--- config.mk ---
export PLATFORM = sky130hd
export DESIGN_NAME = udpCmdParser
export DESIGN_NICKNAME = d
export VERILOG_FILES = /design/src/rtl/ethFramePkg.sv /design/src/rtl/regCmdPkg.sv /design/src/rtl/udpCmdParser.sv
export SDC_FILE = /design/constraint.sdc
export NUM_CORES = 1
export LEC_CHECK = 0
export BUFFER_PORTS_ARGS = -buffer_cell sky130_fd_sc_hd__buf_2
export CORE_MARGIN = 5
export CORE_UTILIZATION = 45
export CTS_BUF_LIST = sky130_fd_sc_hd__clkbuf_8
export DETAILED_ROUTE_END_ITERATION = 7
export GPL_ROUTABILITY_DRIVEN = 0
export PLACE_DENSITY = 0.69
export RECOVER_POWER = 100
export SLEW_MARGIN = 20
export SYNTH_ARGS = -nofsm -noshare
export SYNTH_HDL_FRONTEND = slang
export SYNTH_SLANG_ARGS = --single-unit
--- constraint.sdc ---
create_clock -name PHY_RXCLK -period 14.9 [get_ports PHY_RXCLK]
set_input_delay 0.745 -clock PHY_RXCLK [delete_from_list [all_inputs] [get_ports PHY_RXCLK]]
set_output_delay 0.745 -clock PHY_RXCLK [all_outputs]
set_load 0.05 [all_outputs]
--- src/rtl/ethFramePkg.sv ---
package ethFramePkg;

   // GMII framing bytes ahead of the frame body
   localparam logic [7:0] PREAMBLE_BYTE = 8'h55;
   localparam logic [7:0] SFD_BYTE = 8'hD5;

   // addresses and ports this board answers to
   localparam logic [47:0] BOARD_MAC = 48'h0080_55ec_0078;
   localparam logic [15:0] ETHERTYPE_IPV4 = 16'h0800;
   localparam logic [7:0] IP_PROTO_UDP = 8'h11;
   localparam logic [31:0] BOARD_IP = {8'd192, 8'd168, 8'd46, 8'd120};
   localparam logic [15:0] CMD_PORT = 16'd2007;

   // byte index width, saturates at the top value
   localparam int FRAME_IDX_W = 7;

   // offsets from the first destination MAC byte
   localparam logic [FRAME_IDX_W-1:0] OFS_ETHERTYPE = 7'd12;
   localparam logic [FRAME_IDX_W-1:0] OFS_PROTO = 7'd23;
   localparam logic [FRAME_IDX_W-1:0] OFS_DST_IP = 7'd30;
   localparam logic [FRAME_IDX_W-1:0] OFS_DST_PORT = 7'd36;
   localparam logic [FRAME_IDX_W-1:0] OFS_CMD = 7'd42;

   // CRC-32, register kept in normal bit order
   localparam logic [31:0] CRC_INIT = 32'hFFFF_FFFF;
   localparam logic [31:0] CRC_POLY = 32'h04C1_1DB7;
   // value left once the FCS bytes went through the register
   localparam logic [31:0] CRC_RESIDUE = 32'hC704_DD7B;
   localparam int CRC_BYTES = 4;

endpackage

--- src/rtl/regCmdPkg.sv ---
package regCmdPkg;

   // register store
   localparam logic [6:0] REG_COUNT = 7'd64;
   localparam int REG_IDX_W = 6;
   localparam int ADDR_W = 36;
   localparam int DATA_W = 64;
   localparam int DATA_BYTES = DATA_W / 8;
   localparam logic [7:0] MAX_READ_WORDS = 8'd8;

   // reply path
   localparam int REPLY_DEPTH = 16;
   localparam int REPLY_PTR_W = $clog2(REPLY_DEPTH);
   localparam int REPLY_CREDITS = 4;
   localparam int CREDIT_W = $clog2(REPLY_CREDITS + 1);

   // command header layout
   localparam int CMD_HDR_BYTES = 10;
   localparam int FLAG_WRITE = 0;

   typedef logic [ADDR_W-1:0] regAddrT;
   typedef logic [DATA_W-1:0] regDataT;

   // byteView[0] is the first byte on the wire, so the
   // little-endian address lands as one plain field
   typedef union packed {
      logic [CMD_HDR_BYTES-1:0][7:0] byteView;
      struct packed {
         logic [8*CMD_HDR_BYTES-ADDR_W-17:0] unused;
         regAddrT addr;
         logic [7:0] count;
         logic [7:0] flags;
      } fieldView;
   } cmdHeaderU;

endpackage

--- src/rtl/udpCmdParser.sv ---
module udpCmdParser import ethFramePkg::*, regCmdPkg::*;
(
   input  logic                   PHY_RXCLK,
   input  logic                   rst,
   input  logic [7:0]             frameByte,
   input  logic                   byteValid,
   input  logic [FRAME_IDX_W-1:0] byteIdx,
   input  logic                   frameStart,
   input  logic                   frameEnd,
   input  logic                   frameErr,
   input  logic                   crcOk,
   input  logic                   regBusy,
   output logic                   cmdValid,
   output logic                   cmdWrite,
   output regAddrT                cmdAddr,
   output logic [7:0]             cmdCount,
   output regDataT                cmdData
);

   // header constants seen as bytes in wire order
   logic [0:5][7:0] macBytes;
   logic [0:1][7:0] typeBytes;
   logic [0:3][7:0] ipBytes;
   logic [0:1][7:0] portBytes;

   // positions relative to each field, wrap keeps them unsigned
   logic [FRAME_IDX_W-1:0] relType;
   logic [FRAME_IDX_W-1:0] relIp;
   logic [FRAME_IDX_W-1:0] relPort;
   logic [FRAME_IDX_W-1:0] relCmd;
   logic [FRAME_IDX_W-1:0] relData;

   logic [7:0] expByte;
   logic expCheck;
   logic matchOk;
   logic [FRAME_IDX_W-1:0] lastIdx;
   logic [FRAME_IDX_W-1:0] minLast;
   logic countOk;
   cmdHeaderU cmdHdr;
   regDataT dataWord;

   assign macBytes = BOARD_MAC;
   assign typeBytes = ETHERTYPE_IPV4;
   assign ipBytes = BOARD_IP;
   assign portBytes = CMD_PORT;

   assign relType = byteIdx - OFS_ETHERTYPE;
   assign relIp = byteIdx - OFS_DST_IP;
   assign relPort = byteIdx - OFS_DST_PORT;
   assign relCmd = byteIdx - OFS_CMD;
   assign relData = relCmd - FRAME_IDX_W'(CMD_HDR_BYTES);

   // expected value for the byte now on frameByte
   always_comb
   begin
      expCheck = 1'b1;
      expByte = 8'h00;
      if (byteIdx <= 7'd5)
         expByte = macBytes[byteIdx[2:0]];
      else if (relType < 7'd2)
         expByte = typeBytes[relType[0]];
      else if (byteIdx == OFS_PROTO)
         expByte = IP_PROTO_UDP;
      else if (relIp < 7'd4)
         expByte = ipBytes[relIp[1:0]];
      else if (relPort < 7'd2)
         expByte = portBytes[relPort[0]];
      else
         expCheck = 1'b0;
   end

   assign cmdWrite = cmdHdr.fieldView.flags[FLAG_WRITE];
   assign cmdAddr = cmdHdr.fieldView.addr;
   assign cmdCount = cmdHdr.fieldView.count;
   assign cmdData = dataWord;

   // last byte index must reach past the command and the FCS
   assign minLast = cmdWrite ?
      OFS_CMD + FRAME_IDX_W'(CMD_HDR_BYTES + DATA_BYTES + CRC_BYTES - 1) :
      OFS_CMD + FRAME_IDX_W'(CMD_HDR_BYTES + CRC_BYTES - 1);

   assign countOk = cmdWrite ? cmdCount == 8'd1 :
      cmdCount != 8'd0 && cmdCount <= MAX_READ_WORDS;

   always_ff @(posedge PHY_RXCLK)
   begin
      if (rst)
      begin
         matchOk <= 1'b0;
         cmdValid <= 1'b0;
      end
      else
      begin
         cmdValid <= frameEnd && matchOk && crcOk && !frameErr &&
            lastIdx >= minLast && countOk && !regBusy;
         if (frameStart)
            matchOk <= 1'b1;
         else if (byteValid && expCheck && frameByte != expByte)
            matchOk <= 1'b0;
      end
   end

   // header then data word, both shifted in from the top
   always_ff @(posedge PHY_RXCLK)
   begin
      if (byteValid)
      begin
         lastIdx <= byteIdx;
         if (relCmd < FRAME_IDX_W'(CMD_HDR_BYTES))
            cmdHdr.byteView <= {frameByte, cmdHdr.byteView[CMD_HDR_BYTES-1:1]};
         else if (relData < FRAME_IDX_W'(DATA_BYTES))
            dataWord <= {frameByte, dataWord[DATA_W-1:8]};
      end
   end

endmodule

# Word level (Yosys, flattened, before mapping)
# Memory sizes are Yosys's and may differ from the RTL's.
# Index checks and enable logic that the tools add are counted.
# word_totals
reg_bits	153
mem_count	1
out_inout_bits	110
mem_bits_ro	64
inputBits	23
# mem_list
name	words	word_bits	rd	rd_ports_with_merged_regs	write_ports	line_no	text
(name not given)	8	8	1	0	0	udpCmdParser.sv:59	expByte = macBytes[byteIdx[2:0]];
# classes
addsub	5
bitwise	5
n_reduce_logical	15
mux	25
n_eq_ne	3
magnitude_cmp	12
# op_table
cell	count
$mux W8	14
$bmux W8 S2	1
$lt A7 B2 Y1 const B	2
$lt A7 B4 Y1 const B	2
$sub A7 B4 Y7 const B	2
$sub A7 B6 Y7 const B	2
$logic_and A1 B1 Y1	9
$eq A8 B1 Y1 const B	1
$le A8 B4 Y1 const B	1
$mux W1	8
$mux W4	2
$ne A8 B8 Y1	1
$reduce_bool A8 Y1	1
$eq A7 B5 Y1 const B	1
$ge A7 B6 Y1	1
$le A7 B3 Y1 const B	1
$lt A7 B3 Y1 const B	1
$sub A7 B5 Y7 const B	1
$ge A2 B2 Y1 const B	2
$ge A4 B4 Y1 const B	1
$not A1 Y2	2
$not A3 Y4	1
$ge A3 B3 Y1 const B	1
$not A2 Y3	1
other kinds (5)	6

# Depth between registers and ports, before layout
# Gate-level depths: netlist of the first run.
# depth
depth_word	14
mapped_depth	10
ltp_nobuf	9

# Worst setup path after synthesis of the first run
# Ideal clock, no wire load.
# synth_timing
kind	input-to-reg
startpoint	input byteIdx[2]
endpoint	register dataWord[0], in the netlist cmdData[0] (enable)
path_stages	9
setup_slack_ns	1.781
arrival_time_ns	12.293
path_cell_list	clkbuf_1 inv_1 ha_1 a21oi_1 o31ai_1 a221oi_1 mux2i_1 a21oi_1 a2111oi_0
# synth_via
elab_chain_len	4
# synth_lines
item	line_no	text
start, declared	udpCmdParser.sv:7	input logic [FRAME_IDX_W-1:0] byteIdx,
$sub A7 B6 Y7 *	udpCmdParser.sv:50	assign relCmd = byteIdx - OFS_CMD;
$sub A7 B4 Y7 or $lt A7 B4 Y1 (tied branches)	udpCmdParser.sv:51, udpCmdParser.sv:109	
$lt A7 B4 Y1 or $not A1 Y1 (tied branches)	n/a	
$reduce_and A3 Y1 (no source line) *	n/a	
end signal, assigned	udpCmdParser.sv:112	dataWord <= {frameByte, dataWord[DATA_W-1:8]};
end, declared	udpCmdParser.sv:40	regDataT dataWord;
# Mark *: on every way between the ends. The rest lies on a longest branch, timed or not.
# A chain may end at the register's enable or synchronous reset.

# Worst setup path after layout of the first run
# layout_timing
startpoint	input byteIdx[1]
endpoint	register dataWord[12], in the netlist cmdData[12] (enable)
# The elaborated chain is that of the path after synthesis.

==> results of run 1 <==
==> power groups by stage <==
stage               Combinational, mW  Sequential [mW]  Clock (mW)
finish                         0.0550            0.462       0.280
global route                   0.0594            0.463       0.309
CTS                            0.0583            0.461       0.290
detailed placement             0.0583            0.470           0
global placement               0.0567            0.470           0
floorplan                      0.0305            0.485           0
==> cell families (layout without fill, tap and decap cells) <==
logic type | after synthesis | count (layout) | synth area share (%)
AOI/OAI and AO/OA | 55 | 55 | 6.76
xor gates and xnor gates | 5 | 5 | 0.761
adders and majority gates | 15 | 15 | 3.26
buffers and inverters | 60 | 176 | 6.78
DFF | 146 | 146 | 75.8
muxes | 3 | 3 | 0.630
and+or+nand+nor | 61 | 61 | 5.98
==> per-stage QoR <==
stage	instances	hold WS, ns	power [mW]	utilization (%)
6_report	633	0.422	0.797	51.6
5_1_grt	633	0.430	0.831	51.6
4_1_cts	633	0.424	0.810	53.1
3_5_place_dp	601	0.405	0.529	50.2
3_3_place_gp	601	0.401	0.527	50.2
2_1_floorplan	345	0.400	0.515	-
==> per-layer routing <==
| metal | vias up | global-route usage [%] |
|---|---|---|
| met5 | - | 0 |
| met4 | 0 | 5.74 |
| met3 | 16 | 5.99 |
| met2 | 145 | 22.9 |
| met1 | 1563 | 17.2 |
| li1 | 1480 | - |
==> registers in the layout (all words and copies together), names as in the netlist <==
signal,count
cmdValid,1
matchOk,1
cmdHdr,73
cmdData,64
lastIdx,7
==> how the worst max path moves through the flow <==
stage / depth (start not counted) / end / startpoint
after detailed placement: 10 / cmdData[4] / byteIdx[2]
after floorplan: 9 / cmdData[0] / byteIdx[2]
final: 10 / cmdData[12] / byteIdx[1]
after CTS: 10 / cmdData[15] / byteIdx[2]
after global placement: 10 / cmdData[5] / byteIdx[2]
after global routing: 10 / cmdData[21] / byteIdx[1]
==> cells in the final DEF (no fill, tap or decap), types with 2 or more instances in the layout <==
cell | Yosys | layout
nand4b_1 | 2 | 2
a211oi_1 | 4 | 4
clkinv_2 | 0 | 3
o32ai_1 | 2 | 2
a21o_1 | 2 | 2
nand2b_1 | 4 | 4
edfxtp_1 | 144 | 144
and3_1 | 3 | 3
a21oi_1 | 12 | 12
ha_1 | 15 | 15
nor3_1 | 5 | 5
and2_1 | 3 | 3
o21ai_0 | 9 | 9
a221oi_1 | 4 | 4
clkinv_4 | 0 | 3
nand4_1 | 2 | 2
inv_6 | 0 | 4
a31oi_1 | 2 | 2
nor4bb_1 | 2 | 2
o31ai_1 | 3 | 3
clkbuf_1 | 7 | 130
buf_2 | 0 | 6
nand3_1 | 3 | 3
dfxtp_1 | 2 | 2
inv_1 | 8 | 8
clkbuf_8 | 0 | 17
a2111oi_0 | 2 | 2
nand2_1 | 10 | 10
nor2_1 | 11 | 11
nor2b_1 | 6 | 6
xnor2_1 | 3 | 3
xor2_1 | 2 | 2
o211ai_1 | 2 | 2
nand3b_1 | 2 | 2
o21a_1 | 2 | 2
clkinvlp_4 | 0 | 3
o41ai_1 | 2 | 3
==> critical path: cells and delay by family <==
| kind | cells | cell delay [ns] |
|---|---|---|
| compound gates | 5 | 1.35 |
| fa+ha+maj | 1 | 0.34 |
| buf+inv | 3 | 2.18 |
| mux | 1 | 0.24 |
==> final cells by class <==
class                   instances  area [µm²]  share of cell area (%)
clock buffers                  17         234                    3.61
clock inverters                15         133                    2.04
inverters                       8        30.0                   0.463
multi-input cells             139         993                    15.3
flip-flops and latches        146        4360                    67.3
well taps                     172         215                    3.32
repair buffers                136         518                    7.98
==> results.toml, run 1 <==
[die]
ioPinCount = 133
start_util_pct = 45.8
rows = 41
core_um2 = 12600
dieHeight_um = 123
die_area_um2 = 15200
die_w_um = 123

[layout]
diodes = 0
fin_nets = 486
drive_gt1_share_pct = 9.33
fill_cells = 1091
design_area_um2 = 6490
area_growth_syn_to_layout_pct = 12.7

[pwr]
p_seq_share_pct = 58.0
comb_power_share_pct = 6.9
ir_worst_vdd_mv = 0.0514
p_per_area_nw_per_um2 = 123
power.switching_uw = 193
power_switching_share_pct = 24.2
p_int_uw = 604
clockPowerShare_pct = 35.1
leakagePower_nw = 2.10

[setup_path]
max_stage_delay_ns = 1.41
cp.required_ns = 14.91
r2r_cells = 5
path_class = "in2reg"
r2r_setup_slack_ns = 13.14
path_max_fanout = 36
crit_arrival_ns = 4.88
end_kind = "flip-flop"
reg2reg_from = "matchOk"
critPathSlowestCell = "clkbuf_1"
crit_chain = "clkbuf_1 > inv_1 > ha_1 > o21ai_0 > a21oi_1 > a221oi_1 > mux2i_1 > a21oi_1 > a2111oi_0 > clkbuf_1"
rr_endpoint = "matchOk"
cp-start-kind = "input port"

[hold_path]
worst_hold_path.endpoint = "cmdHdr[68]"
min_path_type = "reg2reg"
min_from = "cmdHdr[76]"
min_delay_path_depth = 0

[place]
place_ws_ns = 11.19
port_buffers = 132
place_hpwl_um = 7820
place_area_um2 = 6310

[drt]
remaining_drc_errors = 0
postRouteWirelength_um = 11100
antenna_left = 0
first_pass_iters = 4
wl_per_cell_um = 17.6
via_per_inst = 5.06
met1Wirelength_um = 4740
drtIter0Drc = 267
wl_met3_um = 1030
highest_layer = "met4"
vias = 3204
wl_met2_um = 5130

[outcome]
violations = "capacitance limit, slew limit"
status = "finished, violations left"

[clock_network]
ctsResizeCount = 0
ctsHoldBuffers = 0
cts_setup_buffers = 0
cts.sinks = 146
numCtsBuffers = 17
clk_pin_slew_ns = 0.08
clockBufferDepth = 2
cts_tree = "done"
insertion_delay_ns = 0.42
h-tree-depth = 4
clockRootBuffer = "clkbuf_8"

[synth]
syn-num-nets = 383
yosys.area.top_type_share_pct = 75.1
yosysSeqAreaShare_pct = 75.8
synth_commonest_cells = "edfxtp_1, buf_4, ha_1"
synth_area_leader_cell = "edfxtp_1"
syn_area_um2 = 5760
async_flop_share_pct = 0
post-synth-top-count-cell = "edfxtp_1"
syn_avg_cell_area_um2 = 16.7
syn-instance-count = 345
yosysWarningCount = 0
synth.top_cells.by_area = "edfxtp_1, buf_4, ha_1"
synth-edff-count = 144
ys_seq_elements = 146
synthFlopType = "edfxtp_1"
synth_cell_types = 53

[timing]
hold_viol = 0
finalClockSkew_ns = 0.00851
worst_pin_slew_ns = 1.96
finalSetupTns_ns = 0
fin_ws_ns = 10.04
grt_setup_unrepaired = "no"
fmax_mhz = 206
final-setup-viol-count = 0
fin_crit_sh_pct = 32.6
slew_headroom_pct = -30.6
drv_slew = 141
layout_min_cycle_time_ns = 4.86

[flow_run]
max_cap_viol_count = 4

[global_routing]
antenna_found_initial = 0
grt_pass1_vias = 3116
globalRoute.totalOverflow = 0
grt_pass1_wl_um = 16200
grt_use_total_pct = 14.3
grt_max_degree = 38
(Power assumes the default switching activity.)
==> inputs of run 2 (changes only) <==
- PLACE_DENSITY: 0.69 -> 0.71
- clock period: 14.9 -> 4.15 ns (I/O delays scaled with it)
==> run 2 against run 1 <==
The flow now finishes without violations; critical path depth rose by 1; wire length decreased by 2.6%; clock-buffer cell count increased by 2; die area unchanged; clock skew hardly changed; utilization up 1.5 points; combinational power grew to 3.7 times the previous value; highest routed layer unchanged; global-route usage fell by 0.15 points.
==> results.toml, run 2 (synthesis results as in run 1) <==
[layout]
fin_cells = 634
final_util_pct = 53.2
fill_cells = 1077
multi_input_area_um2 = 1030
seqCellArea_um2 = 4360
fin_nets = 487
drive_gt1_share_pct = 9.74
diodes = 0
most-common-layout-cells = "edfxtp_1, clkbuf_1, clkbuf_8"
final_common_cell = "edfxtp_1"
largest_register = "cmdHdr"
largest_reg_flops = 73
design_area_um2 = 6680
area_growth_syn_to_layout_pct = 16.1

[timing]
final-setup-viol-count = 0
fmax_mhz = 308
fin_crit_sh_pct = 78.2
drv_slew = 0
slew_headroom_pct = 43.7
finalClockSkew_ns = 0.00864
layout_min_cycle_time_ns = 3.25
hold_ws_ns = 0.0688
finalSetupTns_ns = 0
worst_pin_slew_ns = 0.845
hold_viol = 0
grt_setup_unrepaired = "no"

[setup_path]
end_kind = "flip-flop"
path_class = "in2reg"
path_max_fanout = 64
cp.required_ns = 4.20
rr_endpoint = "matchOk"
cp-start-kind = "input port"
r2r_cells = 5
reg2reg_from = "matchOk"
crit_arrival_ns = 3.29
r2r_setup_slack_ns = 2.51

[drt]
postRouteWirelength_um = 10800
via_per_inst = 5.06
vias = 3208
antenna_left = 0
remaining_drc_errors = 0
wl_per_cell_um = 17.1
drtIter0Drc = 262
first_pass_iters = 5

[clock_network]
clockBufferDepth = 2
clockRootBuffer = "clkbuf_8"
ctsResizeCount = 0
clk_pin_slew_ns = 0.07
numCtsBuffers = 17
insertion_delay_ns = 0.42
cts.sinks = 146
h-tree-depth = 4
cts_tree = "done"

[global_routing]
met2_usage_pct = 22.0
grt_use_total_pct = 14.1
grt_max_degree = 74
grtUsageMet1_pct = 18.2
grt_pass1_wl_um = 16100
grt_pass1_vias = 3135
antenna_found_initial = 0
top_usage_layer = "met2"
gr-usage-met3_pct = 4.67
globalRoute.totalOverflow = 0

[place]
place_area_um2 = 6340
port_buffers = 132
place_hpwl_um = 7410
placed_cells = 599

[pwr]
power_switching_share_pct = 20.6
power.switching_uw = 647
p_per_area_nw_per_um2 = 470
leakagePower_nw = 2.19
comb_power_share_pct = 6.5
clockPowerShare_pct = 40.7
p_int_mw = 2.50
ir_worst_vdd_mv = 0.181
p_seq_share_pct = 52.7

[hold_path]
min_delay_path_depth = 3
min_path_type = "in2reg"
min_from = "rst"
worst_hold_path.endpoint = "matchOk"

[die]
die_w_um = 123
ioPinCount = 133
rows = 41
start_util_pct = 45.8
dieHeight_um = 123
core_um2 = 12600
die_area_um2 = 15200

[outcome]
status = "finished, final reports clean"

[flow_run]
max_cap_viol_count = 0
[run 2: cell count changes in the layout (fill, tap and decap cells not counted), sizes merged, moves of 2 or more]
| cell | before | now |
|---|---|---|
| buf | 6 | 8 |
| bufinv | 1 | 6 |
| clkbuf | 147 | 145 |
| clkinv | 7 | 2 |
| dlygate4sd3 | 0 | 3 |
[run 2: per-stage QoR]
step | power (mW) | setup slack [ns]
2_1_floorplan | 1.85 | 0.00239
3_3_place_gp | 1.90 | 1.13
3_5_place_dp | 1.90 | 0.935
4_1_cts | 3.19 | 1.39
5_1_grt | 3.27 | 0.650
6_report | 3.14 | 0.905
[run 2: how the worst max path moves through the flow]
| stage | from | endpoint | slack (ns) | cells after the start |
|---|---|---|---|---|
| floorplan | byteIdx[4] | cmdData[0] | 0.002 | 8 |
| global placement | byteIdx[2] | cmdData[15] | 1.13 | 11 |
| detailed placement | byteIdx[1] | cmdData[4] | 0.94 | 10 |
| CTS | byteIdx[1] | cmdData[37] | 1.39 | 10 |
| global route | byteIdx[2] | cmdData[49] | 0.65 | 11 |
| finish | byteIdx[2] | cmdData[49] | 0.90 | 11 |
[run 2: routing by layer]
| metal | vias to the layer above | share of wire, % | wire (µm) |
|---|---|---|---|
| li1 | 1487 | - | - |
| met4 | 0 | 1.5 | 167 |
| met5 | - | 0 | 0 |
| met2 | 158 | 46 | 5030 |
| met1 | 1547 | 43 | 4600 |
| met3 | 16 | 9.5 | 1030 |
[run 2: cell type report]
cell class | count | share of cell area, %
flip-flops and latches | 146 | 65.3
multi-input cells | 139 | 15.4
repair buffers | 137 | 8.39
clock buffers | 19 | 3.91
clock inverters | 13 | 3.28
well taps | 172 | 3.22
inverters | 8 | 0.450
[run 2: critical path, cell delays in order]
cell	delay, ns
clkbuf_1	0.50
inv_1	0.24
ha_1	0.29
a21o_1	0.22
or3_1	0.31
o21ai_0	0.11
a221oi_2	0.11
mux2i_1	0.20
a21oi_1	0.12
a2111oi_4	0.22
buf_4	0.68
[run 2: power by group through the flow]
stage	Sequential [mW]	Combinational [mW]	Clock [mW]
floorplan	1.73	0.118	0
global placement	1.69	0.207	0
detailed placement	1.69	0.212	0
CTS	1.66	0.214	1.32
global route	1.66	0.222	1.39
finish	1.66	0.206	1.28
[run 2: timing repair]
action,in CTS,in global routing
hold endpoints to repair,6,0
buffers inserted,0,0
hold buffers,3,0
